[src/echo_pkg.sv]
// echo protocol constants
// frame buffer size, suffix character and idle gap that closes a frame
package echo_pkg;

	localparam int BUF_DEPTH = 64;
	localparam int ADDR_W    = 6;
	localparam int LEN_W     = 7;	// must hold BUF_DEPTH

	// two slots kept free for the suffix
	localparam logic [LEN_W-1:0] MAX_PAYLOAD = LEN_W'(BUF_DEPTH - 2);
	localparam logic [7:0]       SUFFIX_BYTE = 8'h26;	// '&'

	localparam int IDLE_W = 16;
	localparam logic [IDLE_W-1:0] IDLE_GAP_CLKS = IDLE_W'(50_000);	// 1 ms at 50 MHz

endpackage

[src/uart_cfg_pkg.sv]
// serial line timing shared by the uart receiver and transmitter
// bit period comes from system clock and baud rate
package uart_cfg_pkg;

	localparam int CLK_FREQ_HZ = 50_000_000;
	localparam int BAUD_RATE   = 115_200;
	localparam int BAUD_CNT_W  = 16;	// baud counter width

	// 434 clocks per bit at 50 MHz
	localparam logic [BAUD_CNT_W-1:0] CLKS_PER_BIT  = BAUD_CNT_W'(CLK_FREQ_HZ / BAUD_RATE);
	localparam logic [BAUD_CNT_W-1:0] HALF_BIT_CLKS = CLKS_PER_BIT >> 1;	// middle of start bit

	localparam int STOP_BITS = 1;	// transmit side

endpackage

[src/echo_sequencer.sv]
`timescale 1ns/1ps
// echo sequencer
// reads a finished frame byte by byte and hands each one to the transmitter,
// then acks the frame once the last byte has gone out
module echo_sequencer import echo_pkg::*; (
	input  logic              sys_clk,
	input  logic              sys_rst_n,
	input  logic              frame_req,
	input  logic [LEN_W-1:0]  frame_len,
	output logic              frame_ack,
	output logic [ADDR_W-1:0] rd_addr,
	input  logic [7:0]        rd_data,
	output logic              tx_req,
	output logic [7:0]        tx_data,
	input  logic              tx_ack
);

	logic [LEN_W-1:0] idx;
	enum logic [2:0] {SQ_WAIT, SQ_FETCH, SQ_REQ, SQ_ACK_HI, SQ_ACK_LO, SQ_DONE} state;

	assign rd_addr = idx[ADDR_W-1:0];

	always_ff @(posedge sys_clk or negedge sys_rst_n) begin
		if (!sys_rst_n) begin
			state     <= SQ_WAIT;
			idx       <= '0;
			frame_ack <= 1'b0;
			tx_req    <= 1'b0;
		end else begin
			case (state)
				SQ_WAIT: begin
					if (frame_req) begin
						idx   <= '0;
						state <= SQ_FETCH;
					end
				end
				SQ_FETCH: state <= SQ_REQ;	// one clock of read latency
				SQ_REQ: begin
					tx_req <= 1'b1;
					state  <= SQ_ACK_HI;
				end
				SQ_ACK_HI: begin
					if (tx_ack) begin
						tx_req <= 1'b0;
						state  <= SQ_ACK_LO;
					end
				end
				SQ_ACK_LO: begin
					if (!tx_ack) begin
						if (idx == frame_len - 1'b1) begin
							frame_ack <= 1'b1;
							state     <= SQ_DONE;
						end else begin
							idx   <= idx + 1'b1;
							state <= SQ_FETCH;
						end
					end
				end
				SQ_DONE: begin
					if (!frame_req) begin
						frame_ack <= 1'b0;
						state     <= SQ_WAIT;
					end
				end
				default: state <= SQ_WAIT;
			endcase
		end
	end

	// loaded once per byte, stays put while tx_req is high
	always_ff @(posedge sys_clk) begin
		if (state == SQ_REQ)
			tx_data <= rd_data;
	end

endmodule

[src/frame_collector.sv]
`timescale 1ns/1ps
// frame collector
// stores received bytes until the line has been quiet for the idle gap,
// then appends two suffix bytes and offers the frame over req/ack
module frame_collector import echo_pkg::*; (
	input  logic              sys_clk,
	input  logic              sys_rst_n,
	input  logic [7:0]        rx_data,
	input  logic              rx_vld,
	output logic              frame_req,
	output logic [LEN_W-1:0]  frame_len,
	input  logic              frame_ack,
	input  logic [ADDR_W-1:0] rd_addr,
	output logic [7:0]        rd_data
);

	logic [7:0]        mem [BUF_DEPTH];
	logic [LEN_W-1:0]  wr_cnt;	// stored bytes, suffix included once closed
	logic [IDLE_W-1:0] idle_cnt;
	logic [ADDR_W-1:0] wr_addr;
	enum logic [1:0] {FC_LISTEN, FC_OFFER, FC_RELEASE} state;

	wire listen   = (state == FC_LISTEN);
	wire store    = listen && rx_vld && (wr_cnt < MAX_PAYLOAD);
	// gap closes IDLE_GAP_CLKS after the last rx_vld
	wire gap_done = listen && !rx_vld && (wr_cnt != '0) &&
	                (idle_cnt == IDLE_GAP_CLKS - 1'b1);

	assign wr_addr   = wr_cnt[ADDR_W-1:0];
	assign frame_len = wr_cnt;	// held steady until ack falls

	always_ff @(posedge sys_clk or negedge sys_rst_n) begin
		if (!sys_rst_n) begin
			state     <= FC_LISTEN;
			wr_cnt    <= '0;
			idle_cnt  <= '0;
			frame_req <= 1'b0;
		end else begin
			case (state)
				FC_LISTEN: begin
					if (rx_vld) begin
						idle_cnt <= '0;	// even dropped bytes restart the gap
						if (store)
							wr_cnt <= wr_cnt + 1'b1;
					end else if (gap_done) begin
						wr_cnt    <= wr_cnt + 2'd2;
						frame_req <= 1'b1;
						state     <= FC_OFFER;
					end else if (wr_cnt != '0)
						idle_cnt <= idle_cnt + 1'b1;
				end
				FC_OFFER: begin
					if (frame_ack) begin
						frame_req <= 1'b0;
						state     <= FC_RELEASE;
					end
				end
				FC_RELEASE: begin
					if (!frame_ack) begin
						wr_cnt   <= '0;
						idle_cnt <= '0;
						state    <= FC_LISTEN;
					end
				end
				default: state <= FC_LISTEN;
			endcase
		end
	end

	// buffer with registered read port
	always_ff @(posedge sys_clk) begin
		if (store)
			mem[wr_addr] <= rx_data;
		if (gap_done) begin
			mem[wr_addr]        <= SUFFIX_BYTE;
			mem[wr_addr + 1'b1] <= SUFFIX_BYTE;
		end
		rd_data <= mem[rd_addr];
	end

endmodule

[src/uart_echo_top.sv]
`timescale 1ns/1ps
// uart echo subsystem
// receiver -> frame collector -> echo sequencer -> transmitter
module uart_echo_top import echo_pkg::*; (
	input  logic sys_clk,
	input  logic sys_rst_n,
	input  logic uart_rx_port,
	output logic uart_tx_port
);

	logic [7:0]        rx_data;
	logic              rx_vld;
	logic              frame_req;
	logic              frame_ack;
	logic [LEN_W-1:0]  frame_len;
	logic [ADDR_W-1:0] rd_addr;
	logic [7:0]        rd_data;
	logic              tx_req;
	logic              tx_ack;
	logic [7:0]        tx_data;

	uart_rx ins_uart_rx (
		.sys_clk   (sys_clk),
		.sys_rst_n (sys_rst_n),
		.rx        (uart_rx_port),
		.rx_data   (rx_data),
		.rx_vld    (rx_vld)
	);

	frame_collector ins_frame_collector (
		.sys_clk   (sys_clk),
		.sys_rst_n (sys_rst_n),
		.rx_data   (rx_data),
		.rx_vld    (rx_vld),
		.frame_req (frame_req),
		.frame_len (frame_len),
		.frame_ack (frame_ack),
		.rd_addr   (rd_addr),
		.rd_data   (rd_data)
	);

	echo_sequencer ins_echo_sequencer (
		.sys_clk   (sys_clk),
		.sys_rst_n (sys_rst_n),
		.frame_req (frame_req),
		.frame_len (frame_len),
		.frame_ack (frame_ack),
		.rd_addr   (rd_addr),
		.rd_data   (rd_data),
		.tx_req    (tx_req),
		.tx_data   (tx_data),
		.tx_ack    (tx_ack)
	);

	uart_tx ins_uart_tx (
		.sys_clk   (sys_clk),
		.sys_rst_n (sys_rst_n),
		.tx_req    (tx_req),
		.tx_data   (tx_data),
		.tx_ack    (tx_ack),
		.tx        (uart_tx_port)
	);

endmodule

[src/uart_rx.sv]
`timescale 1ns/1ps
// uart receiver, 8N1
// start bit confirmed at half-bit, data and stop bit sampled mid-bit
// rx_vld pulses one clock for every character with a good stop bit
module uart_rx import uart_cfg_pkg::*; (
	input  logic       sys_clk,
	input  logic       sys_rst_n,
	input  logic       rx,
	output logic [7:0] rx_data,
	output logic       rx_vld
);

	logic                  rx_meta;
	logic                  rx_sync;
	logic                  rx_prev;	// for falling edge detect
	logic [BAUD_CNT_W-1:0] baud_cnt;
	logic [2:0]            bit_idx;
	logic [7:0]            shift;
	enum logic [1:0] {RX_IDLE, RX_START, RX_DATA, RX_STOP} state;

	wire half_bit = (baud_cnt == HALF_BIT_CLKS - 1'b1);
	wire bit_end  = (baud_cnt == CLKS_PER_BIT - 1'b1);

	// synchronizer, line idles high
	always_ff @(posedge sys_clk or negedge sys_rst_n) begin
		if (!sys_rst_n) begin
			rx_meta <= 1'b1;
			rx_sync <= 1'b1;
			rx_prev <= 1'b1;
		end else begin
			rx_meta <= rx;
			rx_sync <= rx_meta;
			rx_prev <= rx_sync;
		end
	end

	always_ff @(posedge sys_clk or negedge sys_rst_n) begin
		if (!sys_rst_n) begin
			state    <= RX_IDLE;
			baud_cnt <= '0;
			bit_idx  <= '0;
			rx_vld   <= 1'b0;
		end else begin
			rx_vld <= 1'b0;
			case (state)
				RX_IDLE: begin
					baud_cnt <= '0;
					// edge, not level, so a low stop bit can't restart us
					if (rx_prev && !rx_sync)
						state <= RX_START;
				end
				RX_START: begin
					if (half_bit) begin
						baud_cnt <= '0;
						bit_idx  <= '0;
						state    <= rx_sync ? RX_IDLE : RX_DATA;	// high again means glitch
					end else
						baud_cnt <= baud_cnt + 1'b1;
				end
				RX_DATA: begin
					if (bit_end) begin
						baud_cnt <= '0;
						bit_idx  <= bit_idx + 1'b1;
						if (bit_idx == 3'd7)
							state <= RX_STOP;
					end else
						baud_cnt <= baud_cnt + 1'b1;
				end
				RX_STOP: begin
					if (bit_end) begin
						rx_vld <= rx_sync;	// framing error drops the byte
						state  <= RX_IDLE;
					end else
						baud_cnt <= baud_cnt + 1'b1;
				end
				default: state <= RX_IDLE;
			endcase
		end
	end

	// lsb arrives first, shifts down into bit 0
	always_ff @(posedge sys_clk) begin
		if (state == RX_DATA && bit_end)
			shift <= {rx_sync, shift[7:1]};
	end

	assign rx_data = shift;

endmodule

[src/uart_tx.sv]
`timescale 1ns/1ps
// uart transmitter, 8N1
// one character per four-phase req/ack, lsb first
module uart_tx import uart_cfg_pkg::*; (
	input  logic       sys_clk,
	input  logic       sys_rst_n,
	input  logic       tx_req,
	input  logic [7:0] tx_data,
	output logic       tx_ack,
	output logic       tx
);

	logic [BAUD_CNT_W-1:0] baud_cnt;
	logic [3:0]            bit_cnt;
	logic [7:0]            shift;
	enum logic [2:0] {TX_IDLE, TX_START, TX_DATA, TX_STOP, TX_ACK} state;

	wire bit_end   = (baud_cnt == CLKS_PER_BIT - 1'b1);
	wire last_stop = (bit_cnt == 4'(STOP_BITS - 1));
	// last stop bit ends a clock early so ack lands 10 bit times after req,
	// the line stays high through the ack phase anyway
	wire stop_end  = last_stop ? (baud_cnt == CLKS_PER_BIT - 2'd2) : bit_end;

	always_ff @(posedge sys_clk or negedge sys_rst_n) begin
		if (!sys_rst_n) begin
			state    <= TX_IDLE;
			baud_cnt <= '0;
			bit_cnt  <= '0;
			tx_ack   <= 1'b0;
			tx       <= 1'b1;
		end else begin
			baud_cnt <= bit_end ? '0 : baud_cnt + 1'b1;
			case (state)
				TX_IDLE: begin
					baud_cnt <= '0;
					if (tx_req) begin
						tx    <= 1'b0;	// start bit
						state <= TX_START;
					end
				end
				TX_START: begin
					if (bit_end) begin
						tx      <= shift[0];
						bit_cnt <= '0;
						state   <= TX_DATA;
					end
				end
				TX_DATA: begin
					if (bit_end) begin
						if (bit_cnt == 4'd7) begin
							tx      <= 1'b1;
							bit_cnt <= '0;
							state   <= TX_STOP;
						end else begin
							tx      <= shift[1];	// next bit, shift moves this edge
							bit_cnt <= bit_cnt + 1'b1;
						end
					end
				end
				TX_STOP: begin
					if (stop_end) begin
						baud_cnt <= '0;
						if (last_stop) begin
							tx_ack <= 1'b1;
							state  <= TX_ACK;
						end else
							bit_cnt <= bit_cnt + 1'b1;
					end
				end
				TX_ACK: begin
					if (!tx_req) begin
						tx_ack <= 1'b0;
						state  <= TX_IDLE;
					end
				end
				default: state <= TX_IDLE;
			endcase
		end
	end

	always_ff @(posedge sys_clk) begin
		if (state == TX_IDLE && tx_req)
			shift <= tx_data;
		else if (state == TX_DATA && bit_end)
			shift <= shift >> 1;
	end

endmodule
[config.mk]
export PLATFORM = sky130hd
export DESIGN_NAME = uart_echo_top
export DESIGN_NICKNAME = d
export VERILOG_FILES = /design/src/echo_pkg.sv /design/src/uart_cfg_pkg.sv /design/src/echo_sequencer.sv /design/src/frame_collector.sv /design/src/uart_echo_top.sv /design/src/uart_rx.sv /design/src/uart_tx.sv
export SDC_FILE = /design/constraint.sdc
export NUM_CORES = 1
export LEC_CHECK = 0
export ABC_AREA = 1
export BUFFER_PORTS_ARGS = -buffer_cell sky130_fd_sc_hd__buf_2
export CORE_MARGIN = 3
export CORE_UTILIZATION = 40
export CTS_CLUSTER_SIZE = 20
export DETAILED_ROUTE_END_ITERATION = 12
export PLACE_DENSITY = 0.55
export SETUP_SLACK_MARGIN = 0.05
export SYNTH_ARGS = -nofsm -noshare
export SYNTH_HDL_FRONTEND = slang
export SYNTH_SLANG_ARGS = --single-unit
[constraint.sdc]
create_clock -name sys_clk -period 2.4 [get_ports sys_clk]
set_input_delay 0.12 -clock sys_clk [delete_from_list [all_inputs] [get_ports sys_clk]]
set_output_delay 0.12 -clock sys_clk [all_outputs]
set_load 0.01 [all_outputs]
# --- Word level (Yosys, flattened, before mapping) ---
# Memory sizes are Yosys's and may differ from the RTL's. A register that Yosys moved wholly into a read port is not among the register bits.
# Cells that the tools add are included.
totals:
  ff_bits: 112
  ram_bits: 512
  output_inout_bits: 1
  mem_count: 1
memory_table:
  columns: ["memory", "depth", "width", "rd", "rd_ports_with_merged_regs", "write_ports", "line_no", "source"]
  rows:
  - ["ins_frame_collector.mem", 64, 8, 1, 1, 2, "frame_collector.sv:17", "logic [7:0] mem [BUF_DEPTH];"]
op_classes:
  n_addsub: 10
  order_cmp: 1
  n_eq_ne: 50
  muxes: 85
  n_bitwise: 1
  n_reduce_logical: 41
ops:
  columns: ["operator", "count"]
  rows:
  - ["2-to-1 mux 16 bit", 9]
  - ["case mux 16 bit (2 select lines)", 2]
  - ["case mux 16 bit (4 select lines)", 1]
  - ["2-to-1 mux 7 bit", 7]
  - ["adder 16 x 1 -> 16 bit (second input constant)", 3]
  - ["equality test 16 x 9 -> 1 bit (second input constant)", 3]
  - ["2-to-1 mux 3 bit", 14]
  - ["AND reduction 4 bit", 9]
  - ["case mux 7 bit (2 select lines)", 2]
  - ["!= test 2 x 1 -> 1 bit (second input constant)", 13]
  - ["2-to-1 mux 8 bit", 3]
  - ["!= test 2 bit (second input constant)", 11]
  - ["2-to-1 mux 1 bit", 21]
  - ["2-to-1 mux 2 bit", 10]
  - ["2-to-1 mux 4 bit", 5]
  - ["case mux 3 bit (6 select lines)", 1]
  - ["equality test 16 bit (second input constant)", 1]
  - ["equality test 16 x 8 -> 1 bit (second input constant)", 1]
  - ["nonzero test 2 bit", 8]
  - ["case mux 3 bit (5 select lines)", 1]
  - ["adder 7 x 1 -> 7 bit (second input constant)", 2]
  - ["equality test 3 x 2 -> 1 bit (second input constant)", 4]
  - ["equality test 3 bit (second input constant)", 4]
  - ["!= test 3 bit (second input constant)", 4]
  - ["29 further kinds", 49]

# --- Depth between registers and ports, before layout ---
# Gate-level depths: netlist (run 1).
logic_depth:
  ltp_word: 7
  depth_mapped: 16
  mapped_depth_nobuf: 14

# --- Hierarchy ---
# Synthesis (run 1) repeated with hierarchy kept, for this count alone.
hier_totals:
  cells_unflattened: 4729
  hier_area_um2: 32492.4
by_module_without_submodules:
  columns: ["mod", "instances", "cells_per_inst", "area_per_inst_um2", "seq_area_each_um2"]
  rows:
  - ["frame_collector", 1, 4152, 27601.5, 11060.6]
  - ["uart_tx", 1, 227, 1971.9, 867.1]
  - ["uart_rx", 1, 184, 1695.4, 869.6]
  - ["echo_sequencer", 1, 166, 1223.7, 540.5]

# --- Least setup slack after synthesis (run 1) ---
# Ideal clock, no wire load.
synth_path:
  path_kind: "reg-to-reg"
  startpoint: "register ins_frame_collector.wr_cnt[0] (netlist: ins_frame_collector.frame_len[0])"
  endpoint: "memory ins_frame_collector.mem[34][1]"
  t_arrival_ps: 2296
  t_required_ps: 2273
  path_slack_ps: -24
  path_stages_with_launch: 15
  n_path_buf: 5
  synth_period_minus_slack_ps: 2424
  path_cell_list: "dfrtp_1 -> buf_2 -> inv_1 -> buf_1 -> ha_1 -> nand2_1 -> nor2_1 -> nor2_1 -> nand2_4 -> buf_6 -> buf_6 -> nand2_2 -> buf_2 -> nand2_1 -> nand3_1"
synth_lines:
  columns: ["item", "line_no", "source"]
  rows:
  - ["start: declaration", "frame_collector.sv:18", "logic [LEN_W-1:0] wr_cnt;"]
  - ["start signal: assignment", "frame_collector.sv:44", "wr_cnt <= wr_cnt + 1'b1;"]
  - ["start signal: assignment", "frame_collector.sv:46", "wr_cnt <= wr_cnt + 2'd2;"]
  - ["end: declaration", "frame_collector.sv:17", null]

==> impl_metrics.tcl, run 1 <==
set metrics [dict create \
    count_of_port_buffers_added_during_placement 3 \
    synth-compound-area-share_pct 11.12 \
    synth_cell_types 43 \
    timing.critical_path.to_type "flop" \
    ys_warn_count 0 \
    clk_latency_ps 630 \
    worst_slew_margin_rel_pct 50.62 \
    top_layer "met4" \
    critical_path_class "flop to flop" \
    p_per_area_nw_per_um2 599.0 \
    critical_path.max_stage_delay_ps 600 \
    cts_buffers 75 \
    grt_pass1_wl_mm 178.4 \
    netSwitchingPower_w 0.005039 \
    totalWireLength_mm 118.3 \
    cp_cell_sequence "buf_4 -> clkbuf_16 -> nor2_1 -> nor2_1 -> o21ai_0 -> o211ai_1 -> nand3_1 -> nand2_1 -> nand3_1 -> nand3_1" \
    start_kind "flop" \
    synth_seq_cells 632 \
    combinationalPowerShare_pct 1.3 \
    crit_path_top_delay_cell "sky130_fd_sc_hd__dfrtp_4" \
    timing_worst_slew_pin_value_ps 739.0 \
    timing.critical_path.arrival_ps 2790 \
    dpl.hpwl_mm 79.81 \
    power.clock.fraction_pct 51.9 \
    detail_route.wirelength.met1_mm 51.89 \
    chipWidth_um 285.5 \
    fmaxAchievable_mhz 429.0 \
    largest_family_of_logic_cells_by_synthesized_area "simple AND/OR/NAND/NOR gates" \
    power.leakage_nw 16.25 \
    worst_path_max_fanout 17 \
    number_of_sinks_handled_by_clock_tree_synthesis 632 \
    synth-async-reset-ratio_pct 13.92 \
    syn2layout_area_growth_pct 21.69 \
    netSwitchingFraction_pct 22.11 \
    intPower_w 0.01775 \
    ioPinCount 4 \
    finalNetCount 4782 \
    cts.clk_slew.worst_paths_ps 60 \
    syn-cell-area_um2 31260 \
    max-clock-path-buffers 3 \
    synth_fp_nets 4619 \
    routed-wl-met2_mm 51.34 \
    drcViolationCount 0 \
    first_global_vias 29660 \
    gp_congestion 0.9679 \
    synthesis.instances 4597 \
    muxShareOfSynthArea_pct 0.2522 \
    ratio_of_cells_with_drive_above_1_in_the_final_layout_pct 14.05 \
    detail_route.iter0.violations 3497 \
    unrepaired_setup_endpoints_after_global_routing "yes" \
    timing.critical_path.required_ps 2860 \
    fp-row-count 101 \
    outcome "complete, no violations" \
    detail_route.vias_per_cell 5.525 \
    synth_xor_xnor_area_share_pct 0.8126 \
    synth.largest_area_cell "sky130_fd_sc_hd__dfxtp_1" \
    routed-via-count 32320 \
    clockRootBuffer "sky130_fd_sc_hd__clkbuf_16" \
    report.final.setup_viol 0 \
    worstReg2RegStart "ins_echo_sequencer.idx[0]" \
    grt_start_max_net_pins 84 \
    post_detailed_route_wirelength_per_cell_um 20.23 \
    dr.pass1.iters 6 \
    synthTopCellsByArea "sky130_fd_sc_hd__dfxtp_1 33%, sky130_fd_sc_hd__nand2_1 15%, sky130_fd_sc_hd__nor2_1 9.6%" \
    track_usage_pct 27.91 \
    synth-simple-area-share_pct 38.61 \
    critPathMostFrequentCell "sky130_fd_sc_hd__nand3_1" \
    initial_utilization_pct 40.75 \
    synth_fa_ha_area_share_pct 0.7605 \
    final_hold_viol_count 0 \
    seq_area_frac_synth_pct 42.67 \
    avgSynthCellArea_um2 6.800 \
    area_of_the_core_region_um2 76710 \
    drtAntennaViolNets 0 \
    synth_enable_flop_cells 24 \
    skew_ps 21.42 \
    num_antenna_cells 0 \
    timing.max_cap.violations 0 \
    initial_antenna_violation_count 0 \
    nFillCells 7805 \
    power.sequential.fraction_pct 46.8 \
    timing_max_transition_violations_final 0 \
    height_of_the_die_um 285.5 \
    final_period_minus_worst_setup_slack_ps 2331 \
    h-tree-depth 3 \
    ys.flop_type "sky130_fd_sc_hd__dfxtp_1" \
    crit_start "ins_echo_sequencer.idx[0]" \
    final_min_period_over_clock_period_pct 97.13 \
    met3RoutedLength_mm 9.385 \
    postLayoutCoreUtil_pct 49.59 \
    worstHoldPathType "input pin to async pin" \
    area_share_of_the_largest_cell_type_after_synthesis_pct 33.30 \
    global_route_overflow 0 \
    floorplan.die_area_um2 81530 \
    tritoncts_clock_tree "built" \
    report.power.total_w 0.02278 \
    peakVddDrop_mv 0.5078 \
]
-- cells by family after synthesis --
| logic type | after synthesis |
|---|---|
| AND/OR/NAND/NOR | 2826 |
| AO/OA/AOI/OAI | 654 |
| flip-flops | 632 |
| buffers and inverters | 430 |
| XOR/XNOR | 29 |
| adder cells (fa/ha/maj) | 19 |
| multiplexers | 7 |
-- state kept, by name (all words and copies together), names as in the netlist, 2 cells and up, named ones only --
signal                         flops
ins_frame_collector.mem          512
ins_frame_collector.idle_cnt      16
ins_uart_rx.baud_cnt              16
ins_uart_tx.baud_cnt              16
ins_echo_sequencer.tx_data         8
ins_frame_collector.rd_data        8
ins_uart_rx.rx_data                8
ins_uart_tx.shift                  8
ins_echo_sequencer.idx             7
ins_frame_collector.frame_len      7
ins_uart_tx.bit_cnt                4
ins_echo_sequencer.state           3
ins_uart_rx.bit_idx                3
ins_uart_tx.state                  3
ins_frame_collector.state          2
-- worst paths after layout --
check                                            endpoint  slack [ps]  depth (start not counted)
max                        ins_frame_collector.rd_data[0]          70                         10
min                                ins_uart_rx.bit_idx[2]           9                          2
max reg2reg                ins_frame_collector.rd_data[0]          70                         10
min reg2reg                           ins_uart_rx.rx_sync         360                          0
max in group asynchronous             ins_uart_rx.rx_prev        1650                          3
min in group sys_clk                  ins_uart_rx.rx_meta         140                          2
-- cell usage after synthesis, drive strengths merged, types with 62 or more instances --
cell type,instances
nand3,408
inv,169
a21oi,258
dfrtp,84
nor2,814
o21ai,307
clkbuf,141
buf,116
dfxtp,520
nand2,1329
o211ai,62
nand4,220
-- cell type report --
type	count	area, µm²	area share (%)
multi-input combinational	3538	16560	43.53
timing repair buffer	338	3552	9.339
clock buffer	115	2332	6.131
timing repair inverter	2	10.01	0.02631
tap	1030	1289	3.388
clock inverter	21	229.0	0.6020
inverter	173	721.9	1.898
sequential	632	13350	35.09
-- worst max-delay path: cells and delay by family (launching register included) --
kind / cells / cell delay [ps]
flip-flops: 1 / 600
AO/OA/AOI/OAI: 2 / 220
buffers and inverters: 2 / 410
AND/OR/NAND/NOR: 6 / 910
-- layer usage --
metal	vias up	global-route usage, %
met3	265	4.327
li1	15600	-
met5	-	0
met4	0	13.02
met2	1301	42.83
met1	15160	38.55
-- power by group through the flow --
| stage | logic, W | clock network [W] | registers (W) |
|---|---|---|---|
| after floorplan | 0.000198 | 0 | 0.0109 |
| after global routing | 0.000353 | 0.0124 | 0.0107 |
| final | 0.000300 | 0.0118 | 0.0107 |
| after CTS | 0.000308 | 0.0120 | 0.0107 |
| after global placement | 0.000303 | 0 | 0.0109 |
| after detailed placement | 0.000308 | 0 | 0.0109 |
-- cells in the final DEF (no fill, tap or decap), drive strengths merged, types with 3 or more instances in the layout --
cell | synthesis | layout
nand3b | 5 | 5
clkinvlp | 0 | 3
a21oi | 258 | 258
inv | 169 | 171
bufinv | 0 | 3
dfrtp | 84 | 84
ha | 19 | 19
or2 | 6 | 6
o22ai | 18 | 18
nand4 | 220 | 220
mux2 | 7 | 7
nor4 | 4 | 4
clkbuf | 141 | 120
xor2 | 24 | 24
dfstp | 4 | 4
nor3 | 38 | 38
o21ai | 307 | 307
o31ai | 3 | 3
nor2 | 814 | 814
o211ai | 62 | 62
xnor2 | 5 | 5
edfxtp | 24 | 24
dfxtp | 520 | 520
buf | 116 | 331
nand2 | 1329 | 1332
nand3 | 408 | 408
clkinv | 4 | 19
-- metrics by stage --
stage | worst slack, ps | hold slack, ps | cells | setup TNS [ps] | area (µm²)
final | 68.81 | 9.082 | 5849 | 0 | 38040
after global routing | 2.310 | 52.68 | 5849 | 0 | 38040
after CTS | 30.85 | 4.838 | 5829 | 0 | 37310
after detailed placement | -248.7 | 133.6 | 5680 | -11020 | 34530
after global placement | -512.8 | 124.7 | 5679 | -20920 | 34520
after floorplan | 147.9 | -175.6 | 4597 | 0 | 31260
-- repair_timing --
action	in CTS	in global routing
buffers inserted	9	12
pin swaps	3	11
endpoints found under the hold margin	85	0
resized for setup	24	134
gates cloned	2	8
hold buffers	2	0
setup endpoints to repair	294	514
Note: power is estimated with default switching activity, not from simulation.
==> inputs of run 2 (changes only) <==
--- a/config.mk
+++ b/config.mk
@@ -5,7 +5,6 @@
 export SDC_FILE = /design/constraint.sdc
 export NUM_CORES = 1
 export LEC_CHECK = 0
-export ABC_AREA = 1
 export BUFFER_PORTS_ARGS = -buffer_cell sky130_fd_sc_hd__buf_2
 export CORE_MARGIN = 3
 export CORE_UTILIZATION = 40
==> run 2 against run 1 <==
  * The run now ends with setup timing left
  * Register-to-register slack got worse by 500 ps
  * Clock power down 5%
  * Sequential share of layout area increased by 0.72 points
  * Wire length decreased by 24%
  * Via count down 31%
  * First-iteration DRC count shrank 55%
==> impl_metrics.tcl, run 2 <==
set metrics [dict create \
    seq_area_frac_synth_pct 45.02 \
    synth_cell_types 71 \
    routed-wl-met2_mm 42.40 \
    ys.flop_type "sky130_fd_sc_hd__dfxtp_1" \
    unrepaired_setup_endpoints_after_global_routing "yes" \
    global_route_overflow 0 \
    cts.clk_slew.worst_paths_ps 60 \
    tritoncts_clock_tree "built" \
    synth_xor_xnor_area_share_pct 1.448 \
    met3RoutedLength_mm 5.472 \
    grt_pass1_wl_mm 138.9 \
    synth.largest_area_cell "sky130_fd_sc_hd__dfxtp_1" \
    timing.critical_path.required_ps 2900 \
    fp-row-count 99 \
    largest_family_of_logic_cells_by_synthesized_area "multiplexers" \
    area_of_the_core_region_um2 73210 \
    number_of_sinks_handled_by_clock_tree_synthesis 632 \
    timing.max_cap.violations 0 \
    final_hold_viol_count 0 \
    timing.rr.end "ins_frame_collector.mem[50][5]" \
    fmaxAchievable_mhz 352.9 \
    ys_warn_count 0 \
    avgSynthCellArea_um2 10.67 \
    syn2layout_area_growth_pct 25.80 \
    power.leakage_nw 14.38 \
    p_per_area_nw_per_um2 595.2 \
    power.clock.fraction_pct 50.4 \
    height_of_the_die_um 278.2 \
    h-tree-depth 3 \
    count_of_port_buffers_added_during_placement 3 \
    final_period_minus_worst_setup_slack_ps 2834 \
    dpl.hpwl_mm 62.92 \
    report.final.setup_viol 533 \
    detail_route.wirelength.met1_mm 38.59 \
    drcViolationCount 0 \
    floorplan.die_area_um2 77370 \
    drtAntennaViolNets 0 \
    synth_fp_nets 2799 \
    worstHoldPathType "input pin to async pin" \
    detail_route.iter0.violations 1562 \
    muxShareOfSynthArea_pct 27.00 \
    post_detailed_route_wirelength_per_cell_um 21.94 \
    skew_ps 29.40 \
    worst_slew_margin_rel_pct 31.60 \
    initial_antenna_violation_count 1 \
    syn-cell-area_um2 29630 \
    largest_register_ff_count 512 \
    timing_max_transition_violations_final 0 \
    start_kind "flop" \
    layout_common_cells "520 x sky130_fd_sc_hd__dfxtp_1, 493 x sky130_fd_sc_hd__mux2i_1, 464 x sky130_fd_sc_hd__nor2_1" \
    synth_top_cells_by_count "520 x sky130_fd_sc_hd__dfxtp_1, 500 x sky130_fd_sc_hd__mux2i_1, 466 x sky130_fd_sc_hd__nor2_1, 309 x sky130_fd_sc_hd__nand2_1, 128 x sky130_fd_sc_hd__mux4_2" \
    outcome "finished, violations left" \
    area_share_of_the_largest_cell_type_after_synthesis_pct 35.14 \
    gp_congestion 0.9287 \
    totalWireLength_mm 89.87 \
    initial_utilization_pct 40.47 \
    netSwitchingPower_w 0.004683 \
    setup_slack_ps -433.5 \
    worstReg2RegStart "ins_frame_collector.idle_cnt[12]" \
    final_min_period_over_clock_period_pct 118.1 \
    netSwitchingFraction_pct 21.11 \
    reg2reg_slack_ps -430 \
    combinationalPowerShare_pct 1.2 \
    synthTopCellsByArea "sky130_fd_sc_hd__dfxtp_1 35%, sky130_fd_sc_hd__mux2i_1 17%, sky130_fd_sc_hd__mux4_2 9.7%" \
    num_antenna_cells 0 \
    grt_start_max_net_pins 44 \
    timing.critical_path.to_type "flop" \
    worst_path_max_fanout 30 \
    first_global_vias 23060 \
    synth-simple-area-share_pct 14.14 \
    fin_setup_tns_ps -181160 \
    layout_commonest_cell "sky130_fd_sc_hd__dfxtp_1" \
    detail_route.vias_per_cell 5.483 \
    nFillCells 6391 \
    synth-compound-area-share_pct 8.784 \
    dr.pass1.iters 6 \
    synth_fa_ha_area_share_pct 0.8024 \
    peakVddDrop_mv 0.4427 \
    violations "setup timing" \
    synthesis.instances 2777 \
    critical_path_class "flop to flop" \
    track_usage_pct 23.14 \
    top_layer "met4" \
    worst_r2r_path_depth 8 \
    clk_latency_ps 620 \
    routed-via-count 22460 \
    hold-worst-slack_ps 82.10 \
    intPower_w 0.01750 \
    yosysMostFrequentCell "sky130_fd_sc_hd__dfxtp_1" \
    synth-async-reset-ratio_pct 13.92 \
    chipWidth_um 278.2 \
    synth_enable_flop_cells 24 \
    clockRootBuffer "sky130_fd_sc_hd__clkbuf_16" \
    ioPinCount 4 \
    synth_seq_cells 632 \
    ratio_of_cells_with_drive_above_1_in_the_final_layout_pct 24.77 \
    timing_worst_slew_pin_value_ps 1026 \
    cts_buffers 72 \
    finalNetCount 3102 \
    power.sequential.fraction_pct 48.4 \
    max-clock-path-buffers 3 \
    largest-register "ins_frame_collector.mem" \
    timing.critical_path.arrival_ps 3340 \
]
[run 2: changes by cell type after synthesis, moves of 203 or more]
cell,change
sky130_fd_sc_hd__nand2_1,-949
sky130_fd_sc_hd__nand3_1,-362
sky130_fd_sc_hd__nor2_1,-330
sky130_fd_sc_hd__mux2i_1,+500
sky130_fd_sc_hd__o21ai_0,-277
sky130_fd_sc_hd__a21oi_1,-203
[run 2: critical path: stages (launching register included)]
cell and delay [ps]:
sky130_fd_sc_hd__dfrtp_1 370, sky130_fd_sc_hd__or4b_1 510, sky130_fd_sc_hd__or4_1 400, sky130_fd_sc_hd__or3_4 410
sky130_fd_sc_hd__buf_12 210, sky130_fd_sc_hd__a211oi_4 320, sky130_fd_sc_hd__buf_12 170, sky130_fd_sc_hd__mux2i_1 200
sky130_fd_sc_hd__nand2_1 80
[run 2: worst max path at each step]
stage,from,end,slack (ps),cells after the start
after floorplan,ins_frame_collector.idle_cnt[12],ins_frame_collector.mem[56][7],-370,8
after global placement,ins_echo_sequencer.idx[0],ins_frame_collector.rd_data[1],-400,6
after detailed placement,ins_frame_collector.idle_cnt[12],ins_frame_collector.mem[38][7],-440,8
after CTS,ins_frame_collector.idle_cnt[12],ins_frame_collector.mem[15][5],-400,8
after global routing,ins_frame_collector.idle_cnt[12],ins_frame_collector.mem[6][1],-550,9
final,ins_frame_collector.idle_cnt[12],ins_frame_collector.mem[50][5],-430,8
[run 2: layout make-up]
type                    count  area [µm²]  area share (%)
multi-input cells        1955       15730           42.19
flip-flops and latches    632       13350           35.81
repair buffers            396        4487           12.04
clock buffers             114        2241           6.012
well taps                 959        1200           3.219
clock inverters            17       185.2          0.4968
inverters                  23       88.84          0.2383
[run 2: kinds of logic (layout without fill, tap and decap cells)]
| logic type | after synthesis | in the layout |
|---|---|---|
| AOI/OAI and AO/OA | 271 | 271 |
| xor gates and xnor gates | 49 | 49 |
| adders and majority gates | 19 | 19 |
| buffers and inverters | 190 | 550 |
| DFF | 632 | 632 |
| muxes | 638 | 638 |
| and+or+nand+nor | 978 | 978 |
[run 2: what timing repair did]
action                                  CTS  global route
gates cloned                              7             0
hold buffers                              2             0
setup buffers                            16             1
resized for setup                        48            14
hold endpoints to repair                 74             0
pin swaps                                17            11
endpoints found under the setup margin  555           582
[run 2: through the flow]
step	util [%]	instance area (µm²)	total power, W	std cells	worst slack, ps
6_report	50.91	37270	0.02219	4096	-433.5
5_1_grt	50.91	37270	0.02290	4096	-546.8
2_1_floorplan	-	29790	0.01112	2777	-371.2
4_1_cts	50.87	37240	0.02245	4096	-397.3
3_5_place_dp	46.77	34240	0.01123	3940	-441.1
3_3_place_gp	46.77	34240	0.01121	3940	-398.4
[run 2: power groups by stage]
stage                     clock, W  combinational [W]  sequential [W]
after global placement           0           0.000259          0.0110
after floorplan                  0           0.000187          0.0109
after global routing        0.0119           0.000300          0.0107
after CTS                   0.0114           0.000269          0.0107
after detailed placement         0           0.000264          0.0110
final                       0.0112           0.000264          0.0107
[run 2: layer usage]
layer	track usage (%)	vias to the layer above
met4	8.596	0
met3	4.211	183
li1	-	10460
met2	38.41	629
met1	30.24	11180
met5	0	-
